File: src/hdl/div_pkg.sv
`default_nettype none

package div_pkg;

    // ==================================================
    // datapath width
    // ==================================================

    // word ops only make sense on a 64-bit datapath
    localparam int xlen = 64;

    // ==================================================
    // operation encoding
    // ==================================================

    // bit 2 word, bit 1 remainder wanted, bit 0 unsigned
    typedef enum logic [2:0] {
        op_div   = 3'b000,
        op_divu  = 3'b001,
        op_rem   = 3'b010,
        op_remu  = 3'b011,
        op_divw  = 3'b100,
        op_divuw = 3'b101,
        op_remw  = 3'b110,
        op_remuw = 3'b111
    } div_op_e;

    // ==================================================
    // core state machine
    // ==================================================

    typedef enum logic [1:0] {
        st_idle = 2'b00,
        st_busy = 2'b01,
        st_done = 2'b10
    } div_state_e;

endpackage

`default_nettype wire

File: src/hdl/div_operand_if.sv
`timescale 1ns/1ps
`default_nettype none

// prepared operation, decode to core
interface div_operand_if #(
    parameter int TAG_W = 4
) ();

    logic                        valid;
    logic                        ready;
    logic [div_pkg::xlen-1:0]    a_mag;
    logic [div_pkg::xlen-1:0]    b_mag;
    logic                        word;
    logic                        want_rem;
    logic                        q_neg;
    logic                        r_neg;
    logic                        special;
    logic [div_pkg::xlen-1:0]    special_q;
    logic [div_pkg::xlen-1:0]    special_r;
    logic [TAG_W-1:0]            tag;

    modport decode (
        output valid, a_mag, b_mag, word, want_rem, q_neg, r_neg,
        output special, special_q, special_r, tag,
        input  ready
    );

    modport core (
        input  valid, a_mag, b_mag, word, want_rem, q_neg, r_neg,
        input  special, special_q, special_r, tag,
        output ready
    );

endinterface

`default_nettype wire

File: src/hdl/div_result_if.sv
`timescale 1ns/1ps
`default_nettype none

// raw quotient and remainder, core to fixup
interface div_result_if #(
    parameter int TAG_W = 4
) ();

    logic                        valid;
    logic                        ready;
    logic [div_pkg::xlen-1:0]    quotient;
    logic [div_pkg::xlen-1:0]    remainder;
    logic                        q_neg;
    logic                        r_neg;
    logic                        word;
    logic                        want_rem;
    logic [TAG_W-1:0]            tag;

    modport core (
        output valid, quotient, remainder, q_neg, r_neg, word, want_rem, tag,
        input  ready
    );

    modport fixup (
        input  valid, quotient, remainder, q_neg, r_neg, word, want_rem, tag,
        output ready
    );

endinterface

`default_nettype wire

File: src/hdl/div_decode.sv
`timescale 1ns/1ps
`default_nettype none

module div_decode #(
    parameter int IN_DEPTH = 4,
    parameter int TAG_W    = 4
) (
    input  wire logic                      clk,
    input  wire logic                      rst,
    input  wire logic                      req_valid,
    input  wire div_pkg::div_op_e          req_op,
    input  wire logic [div_pkg::xlen-1:0]  req_a,
    input  wire logic [div_pkg::xlen-1:0]  req_b,
    input  wire logic [TAG_W-1:0]          req_tag,
    output logic                           req_credit,
    div_operand_if.decode                  operand
);

    localparam int PTR_W = (IN_DEPTH > 1) ? $clog2(IN_DEPTH) : 1;
    localparam int CNT_W = $clog2(IN_DEPTH + 1);
    localparam int XL    = div_pkg::xlen;

    div_pkg::div_op_e  op_mem  [IN_DEPTH];
    logic [XL-1:0]     a_mem   [IN_DEPTH];
    logic [XL-1:0]     b_mem   [IN_DEPTH];
    logic [TAG_W-1:0]  tag_mem [IN_DEPTH];

    logic [PTR_W-1:0]  wr_ptr;
    logic [PTR_W-1:0]  rd_ptr;
    logic [CNT_W-1:0]  count;
    logic              pop;

    logic [2:0]        op_bits;
    logic [XL-1:0]     head_a;
    logic [XL-1:0]     head_b;
    logic [XL-1:0]     a_view;
    logic              is_word;
    logic              is_signed;
    logic              a_neg;
    logic              b_neg;
    logic              div_zero;
    logic              overflow;
    logic [XL-1:0]     a_mag;
    logic [XL-1:0]     b_mag;

    // ==================================================
    // request queue
    // ==================================================

    // decode register free or draining this cycle
    assign pop = (count != '0) && (!operand.valid || operand.ready);

    // issuer credits guarantee a free slot
    always_ff @(posedge clk) begin
        if (req_valid) begin
            op_mem[wr_ptr]  <= req_op;
            a_mem[wr_ptr]   <= req_a;
            b_mem[wr_ptr]   <= req_b;
            tag_mem[wr_ptr] <= req_tag;
        end
    end

    always_ff @(posedge clk) begin
        if (rst) begin
            wr_ptr     <= '0;
            rd_ptr     <= '0;
            count      <= '0;
            req_credit <= 1'b0;
        end else begin
            if (req_valid) begin
                wr_ptr <= (wr_ptr == PTR_W'(IN_DEPTH - 1)) ? '0 : wr_ptr + 1'b1;
            end
            if (pop) begin
                rd_ptr <= (rd_ptr == PTR_W'(IN_DEPTH - 1)) ? '0 : rd_ptr + 1'b1;
            end
            count      <= count + CNT_W'(req_valid) - CNT_W'(pop);
            // credit goes back with the entry that just left
            req_credit <= pop;
        end
    end

    // ==================================================
    // operand preparation
    // ==================================================

    always_comb begin
        op_bits   = op_mem[rd_ptr];
        head_a    = a_mem[rd_ptr];
        head_b    = b_mem[rd_ptr];
        is_word   = op_bits[2];
        is_signed = !op_bits[0];

        a_neg  = is_signed && (is_word ? head_a[31] : head_a[63]);
        b_neg  = is_signed && (is_word ? head_b[31] : head_b[63]);
        a_view = is_word ? {32'd0, head_a[31:0]} : head_a;

        // magnitudes of the low word for word ops
        a_mag = is_word ? {32'd0, a_neg ? 32'd0 - head_a[31:0] : head_a[31:0]}
                        : (a_neg ? 64'd0 - head_a : head_a);
        b_mag = is_word ? {32'd0, b_neg ? 32'd0 - head_b[31:0] : head_b[31:0]}
                        : (b_neg ? 64'd0 - head_b : head_b);

        div_zero = is_word ? (head_b[31:0] == 32'd0) : (head_b == 64'd0);
        // most negative value over minus one
        overflow = is_signed &&
                   (is_word ? (head_a[31:0] == 32'h8000_0000 && head_b[31:0] == '1)
                            : (head_a == {1'b1, 63'd0} && head_b == '1));
    end

    always_ff @(posedge clk) begin
        if (rst) begin
            operand.valid <= 1'b0;
        end else if (pop) begin
            operand.valid <= 1'b1;
        end else if (operand.ready) begin
            operand.valid <= 1'b0;
        end
    end

    always_ff @(posedge clk) begin
        if (pop) begin
            operand.a_mag     <= a_mag;
            operand.b_mag     <= b_mag;
            operand.word      <= is_word;
            operand.want_rem  <= op_bits[1];
            operand.q_neg     <= a_neg ^ b_neg;
            operand.r_neg     <= a_neg;
            operand.special   <= div_zero || overflow;
            operand.special_q <= div_zero ? '1 : a_view;
            operand.special_r <= div_zero ? a_view : '0;
            operand.tag       <= tag_mem[rd_ptr];
        end
    end

endmodule

`default_nettype wire

File: src/hdl/div_core.sv
`timescale 1ns/1ps
`default_nettype none

module div_core #(
    parameter int TAG_W = 4
) (
    input  wire logic  clk,
    input  wire logic  rst,
    div_operand_if.core operand,
    div_result_if.core  result
);

    localparam int XL = div_pkg::xlen;

    div_pkg::div_state_e  state;
    div_pkg::div_state_e  state_nxt;

    logic [XL-1:0]    rem_q;
    logic [2*XL-1:0]  dvs_q;
    logic [XL-1:0]    quo_q;
    logic [6:0]       cnt;
    logic [6:0]       cnt_last;
    logic             q_neg_q;
    logic             r_neg_q;
    logic             word_q;
    logic             want_rem_q;
    logic [TAG_W-1:0] tag_q;

    logic             accept;
    logic [XL-1:0]    step_rem_in;
    logic [2*XL-1:0]  step_dvs_in;
    logic [XL-1:0]    step_quo_in;
    logic             step_ge;
    logic [XL-1:0]    step_rem;
    logic [2*XL-1:0]  step_dvs;
    logic [XL-1:0]    step_quo;

    assign operand.ready = (state == div_pkg::st_idle);
    assign accept        = operand.valid && operand.ready;
    assign cnt_last      = word_q ? 7'd32 : 7'd64;

    // ==================================================
    // one restoring step
    // ==================================================

    // first step runs on the incoming operands during the accept cycle
    always_comb begin
        if (state == div_pkg::st_idle) begin
            step_rem_in = operand.a_mag;
            step_dvs_in = operand.word ? {{(XL / 2 + 1){1'b0}}, operand.b_mag, 31'd0}
                                       : {1'b0, operand.b_mag, 63'd0};
            step_quo_in = '0;
        end else begin
            step_rem_in = rem_q;
            step_dvs_in = dvs_q;
            step_quo_in = quo_q;
        end
        step_ge  = {{XL{1'b0}}, step_rem_in} >= step_dvs_in;
        // divisor fits below 2^64 whenever the subtract happens
        step_rem = step_ge ? step_rem_in - step_dvs_in[XL-1:0] : step_rem_in;
        step_dvs = step_dvs_in >> 1;
        step_quo = {step_quo_in[XL-2:0], step_ge};
    end

    // ==================================================
    // state machine
    // ==================================================

    always_comb begin
        state_nxt = state;
        case (state)
            div_pkg::st_idle: begin
                if (accept) begin
                    state_nxt = operand.special ? div_pkg::st_done : div_pkg::st_busy;
                end
            end
            div_pkg::st_busy: begin
                if (cnt + 7'd1 == cnt_last) begin
                    state_nxt = div_pkg::st_done;
                end
            end
            div_pkg::st_done: begin
                if (result.ready) begin
                    state_nxt = div_pkg::st_idle;
                end
            end
            default: state_nxt = div_pkg::st_idle;
        endcase
    end

    always_ff @(posedge clk) begin
        if (rst) begin
            state <= div_pkg::st_idle;
        end else begin
            state <= state_nxt;
        end
    end

    // working registers
    always_ff @(posedge clk) begin
        if (accept) begin
            word_q     <= operand.word;
            want_rem_q <= operand.want_rem;
            tag_q      <= operand.tag;
            cnt        <= 7'd1;
            if (operand.special) begin
                // skip the loop, signs already final
                quo_q   <= operand.special_q;
                rem_q   <= operand.special_r;
                q_neg_q <= 1'b0;
                r_neg_q <= 1'b0;
            end else begin
                quo_q   <= step_quo;
                rem_q   <= step_rem;
                dvs_q   <= step_dvs;
                q_neg_q <= operand.q_neg;
                r_neg_q <= operand.r_neg;
            end
        end else if (state == div_pkg::st_busy) begin
            quo_q <= step_quo;
            rem_q <= step_rem;
            dvs_q <= step_dvs;
            cnt   <= cnt + 7'd1;
        end
    end

    assign result.valid     = (state == div_pkg::st_done);
    assign result.quotient  = quo_q;
    assign result.remainder = rem_q;
    assign result.q_neg     = q_neg_q;
    assign result.r_neg     = r_neg_q;
    assign result.word      = word_q;
    assign result.want_rem  = want_rem_q;
    assign result.tag       = tag_q;

endmodule

`default_nettype wire

File: src/hdl/div_fixup.sv
`timescale 1ns/1ps
`default_nettype none

module div_fixup #(
    parameter int OUT_CREDITS = 2,
    parameter int TAG_W       = 4
) (
    input  wire logic                      clk,
    input  wire logic                      rst,
    input  wire logic                      resp_credit,
    div_result_if.fixup                    result,
    output logic                           resp_valid,
    output logic [div_pkg::xlen-1:0]       resp_data,
    output logic [TAG_W-1:0]               resp_tag
);

    localparam int XL    = div_pkg::xlen;
    localparam int CNT_W = $clog2(OUT_CREDITS + 1);

    logic [CNT_W-1:0] credit_cnt;
    logic             out_full;
    logic             fire;
    logic             load;
    logic [XL-1:0]    q_fix;
    logic [XL-1:0]    r_fix;
    logic [XL-1:0]    sel;
    logic [XL-1:0]    data_nxt;
    logic [XL-1:0]    data_q;
    logic [TAG_W-1:0] tag_q;

    // ==================================================
    // sign correction and selection
    // ==================================================

    always_comb begin
        q_fix    = result.q_neg ? XL'(0) - result.quotient : result.quotient;
        r_fix    = result.r_neg ? XL'(0) - result.remainder : result.remainder;
        sel      = result.want_rem ? r_fix : q_fix;
        // word results come back sign-extended from bit 31
        data_nxt = result.word ? {{32{sel[31]}}, sel[31:0]} : sel;
    end

    // ==================================================
    // output register and consumer credits
    // ==================================================

    assign fire         = out_full && (credit_cnt != '0);
    assign result.ready = !out_full || fire;
    assign load         = result.valid && result.ready;

    always_ff @(posedge clk) begin
        if (rst) begin
            out_full   <= 1'b0;
            credit_cnt <= CNT_W'(OUT_CREDITS);
        end else begin
            if (load) begin
                out_full <= 1'b1;
            end else if (fire) begin
                out_full <= 1'b0;
            end
            credit_cnt <= credit_cnt + CNT_W'(resp_credit) - CNT_W'(fire);
        end
    end

    always_ff @(posedge clk) begin
        if (load) begin
            data_q <= data_nxt;
            tag_q  <= result.tag;
        end
    end

    assign resp_valid = fire;
    assign resp_data  = data_q;
    assign resp_tag   = tag_q;

endmodule

`default_nettype wire

File: src/hdl/div_unit.sv
`timescale 1ns/1ps
`default_nettype none

module div_unit #(
    parameter int IN_DEPTH    = 4,
    parameter int OUT_CREDITS = 2,
    parameter int TAG_W       = 4
) (
    input  wire logic                      clk,
    input  wire logic                      rst,

    // request side, issuer holds IN_DEPTH credits
    input  wire logic                      req_valid,
    input  wire div_pkg::div_op_e          req_op,
    input  wire logic [div_pkg::xlen-1:0]  req_a,
    input  wire logic [div_pkg::xlen-1:0]  req_b,
    input  wire logic [TAG_W-1:0]          req_tag,
    output logic                           req_credit,

    // response side, consumer returns credits
    output logic                           resp_valid,
    output logic [div_pkg::xlen-1:0]       resp_data,
    output logic [TAG_W-1:0]               resp_tag,
    input  wire logic                      resp_credit
);

    div_operand_if #(.TAG_W(TAG_W)) operand_if ();
    div_result_if  #(.TAG_W(TAG_W)) result_if ();

    div_decode #(
        .IN_DEPTH (IN_DEPTH),
        .TAG_W    (TAG_W)
    ) i_div_decode (
        .clk        (clk),
        .rst        (rst),
        .req_valid  (req_valid),
        .req_op     (req_op),
        .req_a      (req_a),
        .req_b      (req_b),
        .req_tag    (req_tag),
        .req_credit (req_credit),
        .operand    (operand_if.decode)
    );

    div_core #(
        .TAG_W (TAG_W)
    ) i_div_core (
        .clk     (clk),
        .rst     (rst),
        .operand (operand_if.core),
        .result  (result_if.core)
    );

    div_fixup #(
        .OUT_CREDITS (OUT_CREDITS),
        .TAG_W       (TAG_W)
    ) i_div_fixup (
        .clk         (clk),
        .rst         (rst),
        .resp_credit (resp_credit),
        .result      (result_if.fixup),
        .resp_valid  (resp_valid),
        .resp_data   (resp_data),
        .resp_tag    (resp_tag)
    );

endmodule

`default_nettype wire

File: config.mk
export PLATFORM = sky130hd
export DESIGN_NAME = div_unit
export DESIGN_NICKNAME = d
export VERILOG_FILES = /design/src/hdl/div_pkg.sv /design/src/hdl/div_operand_if.sv /design/src/hdl/div_result_if.sv /design/src/hdl/div_decode.sv /design/src/hdl/div_core.sv /design/src/hdl/div_fixup.sv /design/src/hdl/div_unit.sv
export SDC_FILE = /design/constraint.sdc
export NUM_CORES = 2
export LEC_CHECK = 0
export BUFFER_PORTS_ARGS = -buffer_cell sky130_fd_sc_hd__buf_2
export CAP_MARGIN = 20
export CORE_AREA = 2 2 309 616
export CTS_CLUSTER_SIZE = 28
export DETAILED_ROUTE_END_ITERATION = 16
export DIE_AREA = 0 0 311 618
export HOLD_SLACK_MARGIN = 0.15
export PLACE_DENSITY_LB_ADDON = 0.3
export SKIP_CTS_REPAIR_TIMING = 1
export SLEW_MARGIN = 20
export SYNTH_ARGS = -nofsm -noshare
export SYNTH_HDL_FRONTEND = slang
export SYNTH_HIERARCHICAL = 1
export SYNTH_SLANG_ARGS = --single-unit
export TNS_END_PERCENT = 10
File: constraint.sdc
create_clock -name clk -period 16.7 [get_ports clk]
set_input_delay 0.835 -clock clk [delete_from_list [all_inputs] [get_ports clk]]
set_output_delay 0.835 -clock clk [all_outputs]
set_load 0.005 [all_outputs]
==> Word level (Yosys, flattened, before mapping) <==
Memory sizes are Yosys's and may differ from the RTL's. A register that Yosys moved wholly into a read port is not among the register bits.
Cells that the tools add are included.
{ "op_classes": {"n_addsub": 14, "order_cmp": 1, "n_eq_ne": 13, "muxes": 49, "bitwise": 1, "n_reduce_logical": 25} }
{ "ops": {"columns": ["cell", "count"], "rows": [
  ["two-way mux 64 bit", 15],
  ["two-way mux 128 bit", 4],
  ["subtractor 1 x 64 -> 64 bit, first input constant", 4],
  ["equality test 64 bit, second input constant", 2],
  ["greater-or-equal comparator 64 x 128 -> 1 bit", 1],
  ["two-way mux 32 bit", 4],
  ["two-way mux 127 bit", 1],
  ["equality test 32 bit, second input constant", 2],
  ["logical NOT 64 bit", 1],
  ["subtractor 1 x 32 -> 32 bit, first input constant", 2],
  ["subtractor 64 bit", 1],
  ["two-way mux 63 bit", 1],
  ["logical NOT 32 bit", 1],
  ["two-way mux 2 bit", 12],
  ["two-way mux 1 bit", 10],
  ["logical AND 1 bit", 9],
  ["nonzero test 2 bit", 4],
  ["adder 7 x 1 -> 7 bit, second input constant", 1],
  ["equality test 7 bit", 1],
  ["two-way mux 7 bit", 1],
  ["equality test 2 bit, second input constant", 3],
  ["!= test 2 bit, second input constant", 3],
  ["case mux 2 bit (3 select lines)", 1],
  ["adder 2 x 1 -> 2 bit, second input constant", 2],
  ["other kinds (13)", 17]
]} }
{ "word_totals": {"regBits": 614, "ram_bits": 540, "output_inout_bits": 70, "elab_cells": 137, "n_memories": 4} }
{ "memory_table": {"columns": ["memory", "depth", "width", "read_ports", "rd_ports_with_merged_regs", "wr", "line", "text"], "rows": [
  ["i_div_decode.a_mem", 4, 64, 1, 1, 1, "div_decode.sv:24", "logic [XL-1:0] a_mem [IN_DEPTH];"],
  ["i_div_decode.b_mem", 4, 64, 1, 1, 1, "div_decode.sv:25", "logic [XL-1:0] b_mem [IN_DEPTH];"],
  ["i_div_decode.tag_mem", 4, 4, 1, 1, 1, "div_decode.sv:26", "logic [TAG_W-1:0] tag_mem [IN_DEPTH];"],
  ["i_div_decode.op_mem", 4, 3, 1, 1, 1, "div_decode.sv:23", "div_pkg::div_op_e op_mem [IN_DEPTH];"]
]} }

==> Depth between registers and ports, before layout <==
{ "depth": {"ltp_word": 6, "ltp_mapped": 22} }

==> By module <==
Netlist, hierarchy kept.
{ "modules_own_cells": {"columns": ["module", "n_inst", "cells_each", "area_each_um2", "seq_area_each_um2"], "rows": [
  ["div_decode", 1, 1853, 32945.3, 24393.4],
  ["div_core", 1, 1893, 17250.3, 8047.7],
  ["div_fixup", 1, 616, 5746.8, 2102.0]
]} }

==> Worst setup path after synthesis <==
OpenSTA, ideal clock, no wires.
{ "synth_timing": {"kind": "reg-to-reg", "start": "reg i_div_core.state[1]", "end": "reg i_div_decode.count[1]", "setup_ps": 126, "arrival_time_ps": 17371, "required_time_ps": 16574, "setup_slack_ps": -797, "stages_incl_launch_ff": 14, "synth_period_minus_slack_ps": 17497, "path_cell_list": "dfxtp_1 or2_4 inv_1 buf_2 buf_1 clkbuf_1 clkbuf_1 inv_1 a21oi_1 ha_1 inv_1 ha_1 fa_1 nor2b_1"} }
{ "synth_between": {"elab_chain_len": 4} }
{ "synth_rtl": {"columns": ["item", "line", "text"], "rows": [
  ["start, declared", "div_core.sv:15", "div_pkg::div_state_e state;"],
  ["start signal, assigned", "div_core.sv:93", "state <= div_pkg::st_idle;"],
  ["start signal, assigned", "div_core.sv:95", "state <= state_nxt;"],
  ["logical NOT 2 bit", "div_core.sv:38", "assign operand.ready = (state == div_pkg::st_idle);"],
  ["net operand_if.ready", "div_operand_if.sv:10", "logic ready;"],
  ["logical OR 1 bit", "div_decode.sv:51", "assign pop = (count != '0) && (!operand.valid || operand.ready);"],
  ["logical AND 1 bit", "div_decode.sv:51", null],
  ["net i_div_decode.pop", "div_decode.sv:31", "logic pop;"],
  ["subtractor 3 x 1 -> 3 bit", "div_decode.sv:76", "count <= count + CNT_W'(req_valid) - CNT_W'(pop);"],
  ["end signal, assigned", "div_decode.sv:76", null],
  ["end, declared", "div_decode.sv:30", "logic [CNT_W-1:0] count;"]
]} }
The timed path passes the listed nets, and every way through them passes these cells.
A chain may end at the register's enable or synchronous reset.

==> Worst setup path in the final report <==
{ "layout_timing": {"start": "reg i_div_core.state[1]", "end": "reg i_div_core.rem_q[61] (netlist: i_div_core/result.remainder[61]) (data pin)"} }
{ "layout_between": {"elab_chain_len": 6, "elab_cells_between_ends": 10, "cone_classes": "add/sub (1); order compare (1); mux (6); reduce/logical (2)"} }
{ "layout_rtl": {"columns": ["item", "line", "text"], "rows": [
  ["logical NOT 2 bit (*)", "div_core.sv:38, div_core.sv:48", null],
  ["two-way mux 64 bit or two-way mux 128 bit (tied branches)", "div_core.sv:48", "if (state == div_pkg::st_idle) begin"],
  ["greater-or-equal comparator 64 x 128 -> 1 bit or subtractor 64 bit (tied branches)", "div_core.sv:58, div_core.sv:60", null],
  ["two-way mux 64 bit", "div_core.sv:60", "step_rem = step_ge ? step_rem_in - step_dvs_in[XL-1:0] : step_rem_in;"],
  ["two-way mux 64 bit, on equally long branches", "div_core.sv:119, div_core.sv:106", null],
  ["two-way mux 64 bit (*)", "div_core.sv:101", "if (accept) begin"],
  ["end signal, assigned", "div_core.sv:109", "rem_q <= operand.special_r;"],
  ["end signal, assigned", "div_core.sv:114", "rem_q <= step_rem;"],
  ["end signal, assigned", "div_core.sv:121", "rem_q <= step_rem;"],
  ["end, declared", "div_core.sv:18", "logic [XL-1:0] rem_q;"]
]} }
Mark *: on every way between the ends. The rest lies on a longest branch, timed or not. The select of a mux whose other input is x is not followed.

==> impl.org <==
** Run status
- The run finished with clean final reports.

** Routing
- The count of nets left with antenna violations once routing finished came out at 0.
- Dividing the detail-routed via count by the number of cells gives 5.13.
- Number of remaining DRC errors :: 0
- After detailed routing, the average wire length per cell comes to 24.4 µm.
- For this run, the detailed router's first-pass iteration total came to 7.
- For this block, the initial DRC count from the detailed router was 2407.
- Via count :: 36.3k
- Sum of routed wire length over all layers :: 173000 µm

** Placement
- Buffers added on ports :: 208
- The HPWL after detailed placement is 130000 µm.
- Placer's final routability congestion estimate :: 0.997

** Synth
- Instance count of the mapped netlist :: 4362
- Flip-flop cell with the highest count after synthesis :: edfxtp_1
- Count of flip-flops with a built-in enable after synthesis :: 1135
- After synthesis, the netlist uses 97 different library cells.
- Total of warnings raised by yosys :: 6
- Sequential area share after synthesis :: 0.617
- Post-synth ARST share :: 0
- Dividing the synthesized area by the synthesized cell count gives 12.8 µm².
- When the netlist entered floorplanning its net count stood at 4582.
- The synthesized design contains 1158 register bits.
- Cell Area, Synth :: 0.0559 mm²

** Setup path
- The worst setup path is captured at a flop.
- The worst setup path is of the reg -> reg kind.
- CP arrival :: 7.96 ns
- Launching element type of the critical path :: flop
- For the worst flop-to-flop path, the logic depth is 17.
- STA puts the critical path data required time at 17.29 ns.
- Of all nets on the critical path, the largest fanout is 90.

** STA
- Setup repair after global routing left no endpoint under its margin.
- Worst clock skew :: 0.0426 ns
- Setup TNS Final :: 0 ns
- The worst path in the final design needs a cycle of 7.37 ns, including I/O delays and setup.
- Dividing the final minimum period by the clock period gives 0.441.
- Headroom to the max-slew limit came out at 0.206.
- Count of final hold-check violations :: 0
- The number of slew-limit violations in the final report is 0.
- Based on the critical path, the design can be clocked at up to 136 MHz.
- Setup violations remaining at the end of the flow were counted as 0.
- Worst hold margin :: 0.318 ns
- For the pin with the worst max-slew slack, the measured transition is 1.18 ns.

** Floorplanning
- Pin placement for this block handled 209 I/O pins.
- The floorplan has 225 rows.
- The die is 618 µm tall.
- In this run the horizontal extent of the chip is 311 µm.
- Die area :: 0.192 mm²
- The initial utilization of the core area, before any placement, comes to 0.298.
- Placeable Area :: 0.187 mm²

** Clock tree
- Maximum count of clock buffers along a single path :: 3
- Clk slew on worst S/H paths :: 0.07 ns
- Counting every sink on the clock net gives 1158.
- Clock insertion delay at the later pin of the skew report :: 0.73 ns
- Cts bufs inserted :: 101
- TritonCTS built the clock tree.
- Root buffer cell :: clkbuf_16
- Number of levels in the clock H-tree :: 3

** GRT
- For this run, the total global-route usage over all layers was measured as 0.176.
- After global routing the overflow that remains totals 0.
- Global-route wire length before repair :: 252000 µm
- The number of global-route vias before repair came to 37.1k.
- The number of antenna violations at the first check in global routing came to 32.
- Entering global routing, the biggest net connects 108 pins.

** Worst hold path
- Counting instances, the worst hold path has a depth of 1.
- The tightest min-delay check is of the in -> reg type.

** Flow run
- Maximum capacitance violations :: 0

** Finish
- End-of-flow core utilization :: 0.335
- Relative to the synthesized area, the layout overhead comes to 12.2%.
- Total number of nets in the final design :: 4713
- Layout cells sized above 1 :: 0.143
- After filler insertion, the fill cell instance count of the layout stands at 18.6k.
[per-stage QoR]
stage	instances	cell area, µm²	setup slack [ns]
finish	7077	62700	9.33
global route	7077	62700	8.91
CTS	7074	62700	9.47
detailed placement	6886	59500	9.45
global placement	6886	59500	9.57
floorplan	4362	55900	5.67
[Yosys cell counts, drive strengths merged, types with 8 or more instances]
library cell | instances | area share
a2111o | 14 | 0.0028
a211oi | 10 | 0.0013
a21o | 41 | 0.0055
a21oi | 193 | 0.018
a221oi | 10 | 0.0017
a22o | 64 | 0.010
a31oi | 36 | 0.0041
and2 | 15 | 0.0017
and3 | 40 | 0.0045
buf | 81 | 0.0096
clkbuf | 161 | 0.011
dfxtp | 23 | 0.0082
edfxtp | 1135 | 0.61
ha | 79 | 0.018
inv | 116 | 0.0078
mux2i | 95 | 0.017
mux4 | 134 | 0.054
nand2 | 623 | 0.042
nand2b | 66 | 0.0074
nand3 | 37 | 0.0033
nand3b | 8 | 0.0011
nand4 | 61 | 0.0069
nor2 | 237 | 0.016
nor2b | 48 | 0.0054
nor3 | 67 | 0.0066
nor4 | 66 | 0.0084
o211ai | 17 | 0.0023
o21a | 38 | 0.0051
o21ai | 238 | 0.021
o21bai | 12 | 0.0016
o221ai | 21 | 0.0033
o31ai | 63 | 0.0088
o41ai | 33 | 0.0060
or2 | 40 | 0.0045
or3 | 54 | 0.0062
or4 | 46 | 0.0066
xnor2 | 127 | 0.020
xor2 | 128 | 0.020
[cells by family (layout without fill, tap and decap cells)]
family,count (synthesis),after routing,share of synthesized area
AND/OR/NAND/NOR,1436,1436,0.125
flip-flops,1158,1158,0.617
AO/OA/AOI/OAI,841,841,0.0995
buffers and inverters,359,575,0.0283
XOR/XNOR,255,255,0.0399
multiplexers,232,232,0.0716
adder cells (fa/ha/maj),81,81,0.0184
other,0,2,0
[sequential cells by signal (all words and copies together), names as in the netlist, 7 cells and up, named ones only]
register                        flops
i_div_decode/operand.a_mag         64
i_div_core/result.quotient         64
i_div_decode/b_mem                256
i_div_decode/operand.b_mag         64
i_div_decode/tag_mem               16
i_div_decode/op_mem                12
i_div_decode/operand.special_q     64
i_div_decode/operand.special_r     64
i_div_core/dvs_q                  126
i_div_core/cnt                      7
i_div_fixup/resp_data              64
i_div_core/result.remainder        64
i_div_decode/a_mem                256
[critical path, stage by stage, from the launching register on]
cell       delay, ns
dfxtp_1         0.42
or2_4           0.46
buf_4           0.58
buf_4           0.59
buf_4           0.80
nand2_1         0.27
ha_1            0.37
nor2b_1         0.17
o2111ai_1       0.20
a211o_1         0.39
a31oi_2         0.40
a31oi_1         0.26
buf_4           0.27
a311oi_1        0.91
o21ai_1         0.25
a21oi_1         0.23
mux2_2          0.36
a21oi_2         0.12
[layer usage]
| layer | wire (µm) | part of all wire | global-route usage | up-vias |
|---|---|---|---|---|
| met3 | 6730 | 0.039 | 0.0237 | 408 |
| met4 | 10100 | 0.058 | 0.0949 | 44 |
| met1 | 63600 | 0.37 | 0.188 | 18100 |
| li1 | - | - | - | 16800 |
| met5 | 281 | 0.0016 | 0 | - |
| met2 | 92300 | 0.53 | 0.332 | 1038 |
[cell type report]
type / instances / area [µm²] / share of cell area
antenna: 2 / 5.00 / 0.0000798
clock buffer: 122 / 2640 / 0.0420
clock inverter: 66 / 520 / 0.00830
inverter: 117 / 442 / 0.00704
multi-input combinational: 2845 / 19900 / 0.318
sequential: 1158 / 34600 / 0.551
tap: 2497 / 3120 / 0.0498
timing repair buffer: 270 / 1540 / 0.0245
[final timing paths]
| path | to | start | slack (ns) |
|---|---|---|---|
| worst max-delay path | i_div_core/result.remainder[61] | i_div_core/state[1] | 9.33 |
| worst min-delay path | i_div_decode/a_mem[1][48] | req_a[48] | 0.32 |
| worst max register to register | i_div_core/result.remainder[61] | i_div_core/state[1] | 9.33 |
| worst min register to register | i_div_fixup/resp_tag[3] | i_div_core/result.tag[3] | 0.42 |
[placed cells by master, fill, tap and decap left out, types with 48 or more instances in the layout]
master,n
a22o_1,64
nor3_1,61
nand2_1,622
nand4_1,60
nand2b_1,66
o21ai_0,226
nor4_1,55
nor2b_1,48
mux4_2,134
edfxtp_1,1135
a21oi_1,187
buf_4,60
mux2i_1,95
xnor2_1,127
clkbuf_16,102
ha_1,79
inv_1,113
nor2_1,236
or3_1,52
buf_2,208
o31ai_1,61
xor2_1,128
Power is not shown: default switching activity piles up to over one toggle a cycle in this logic, so the estimate is an artifact.
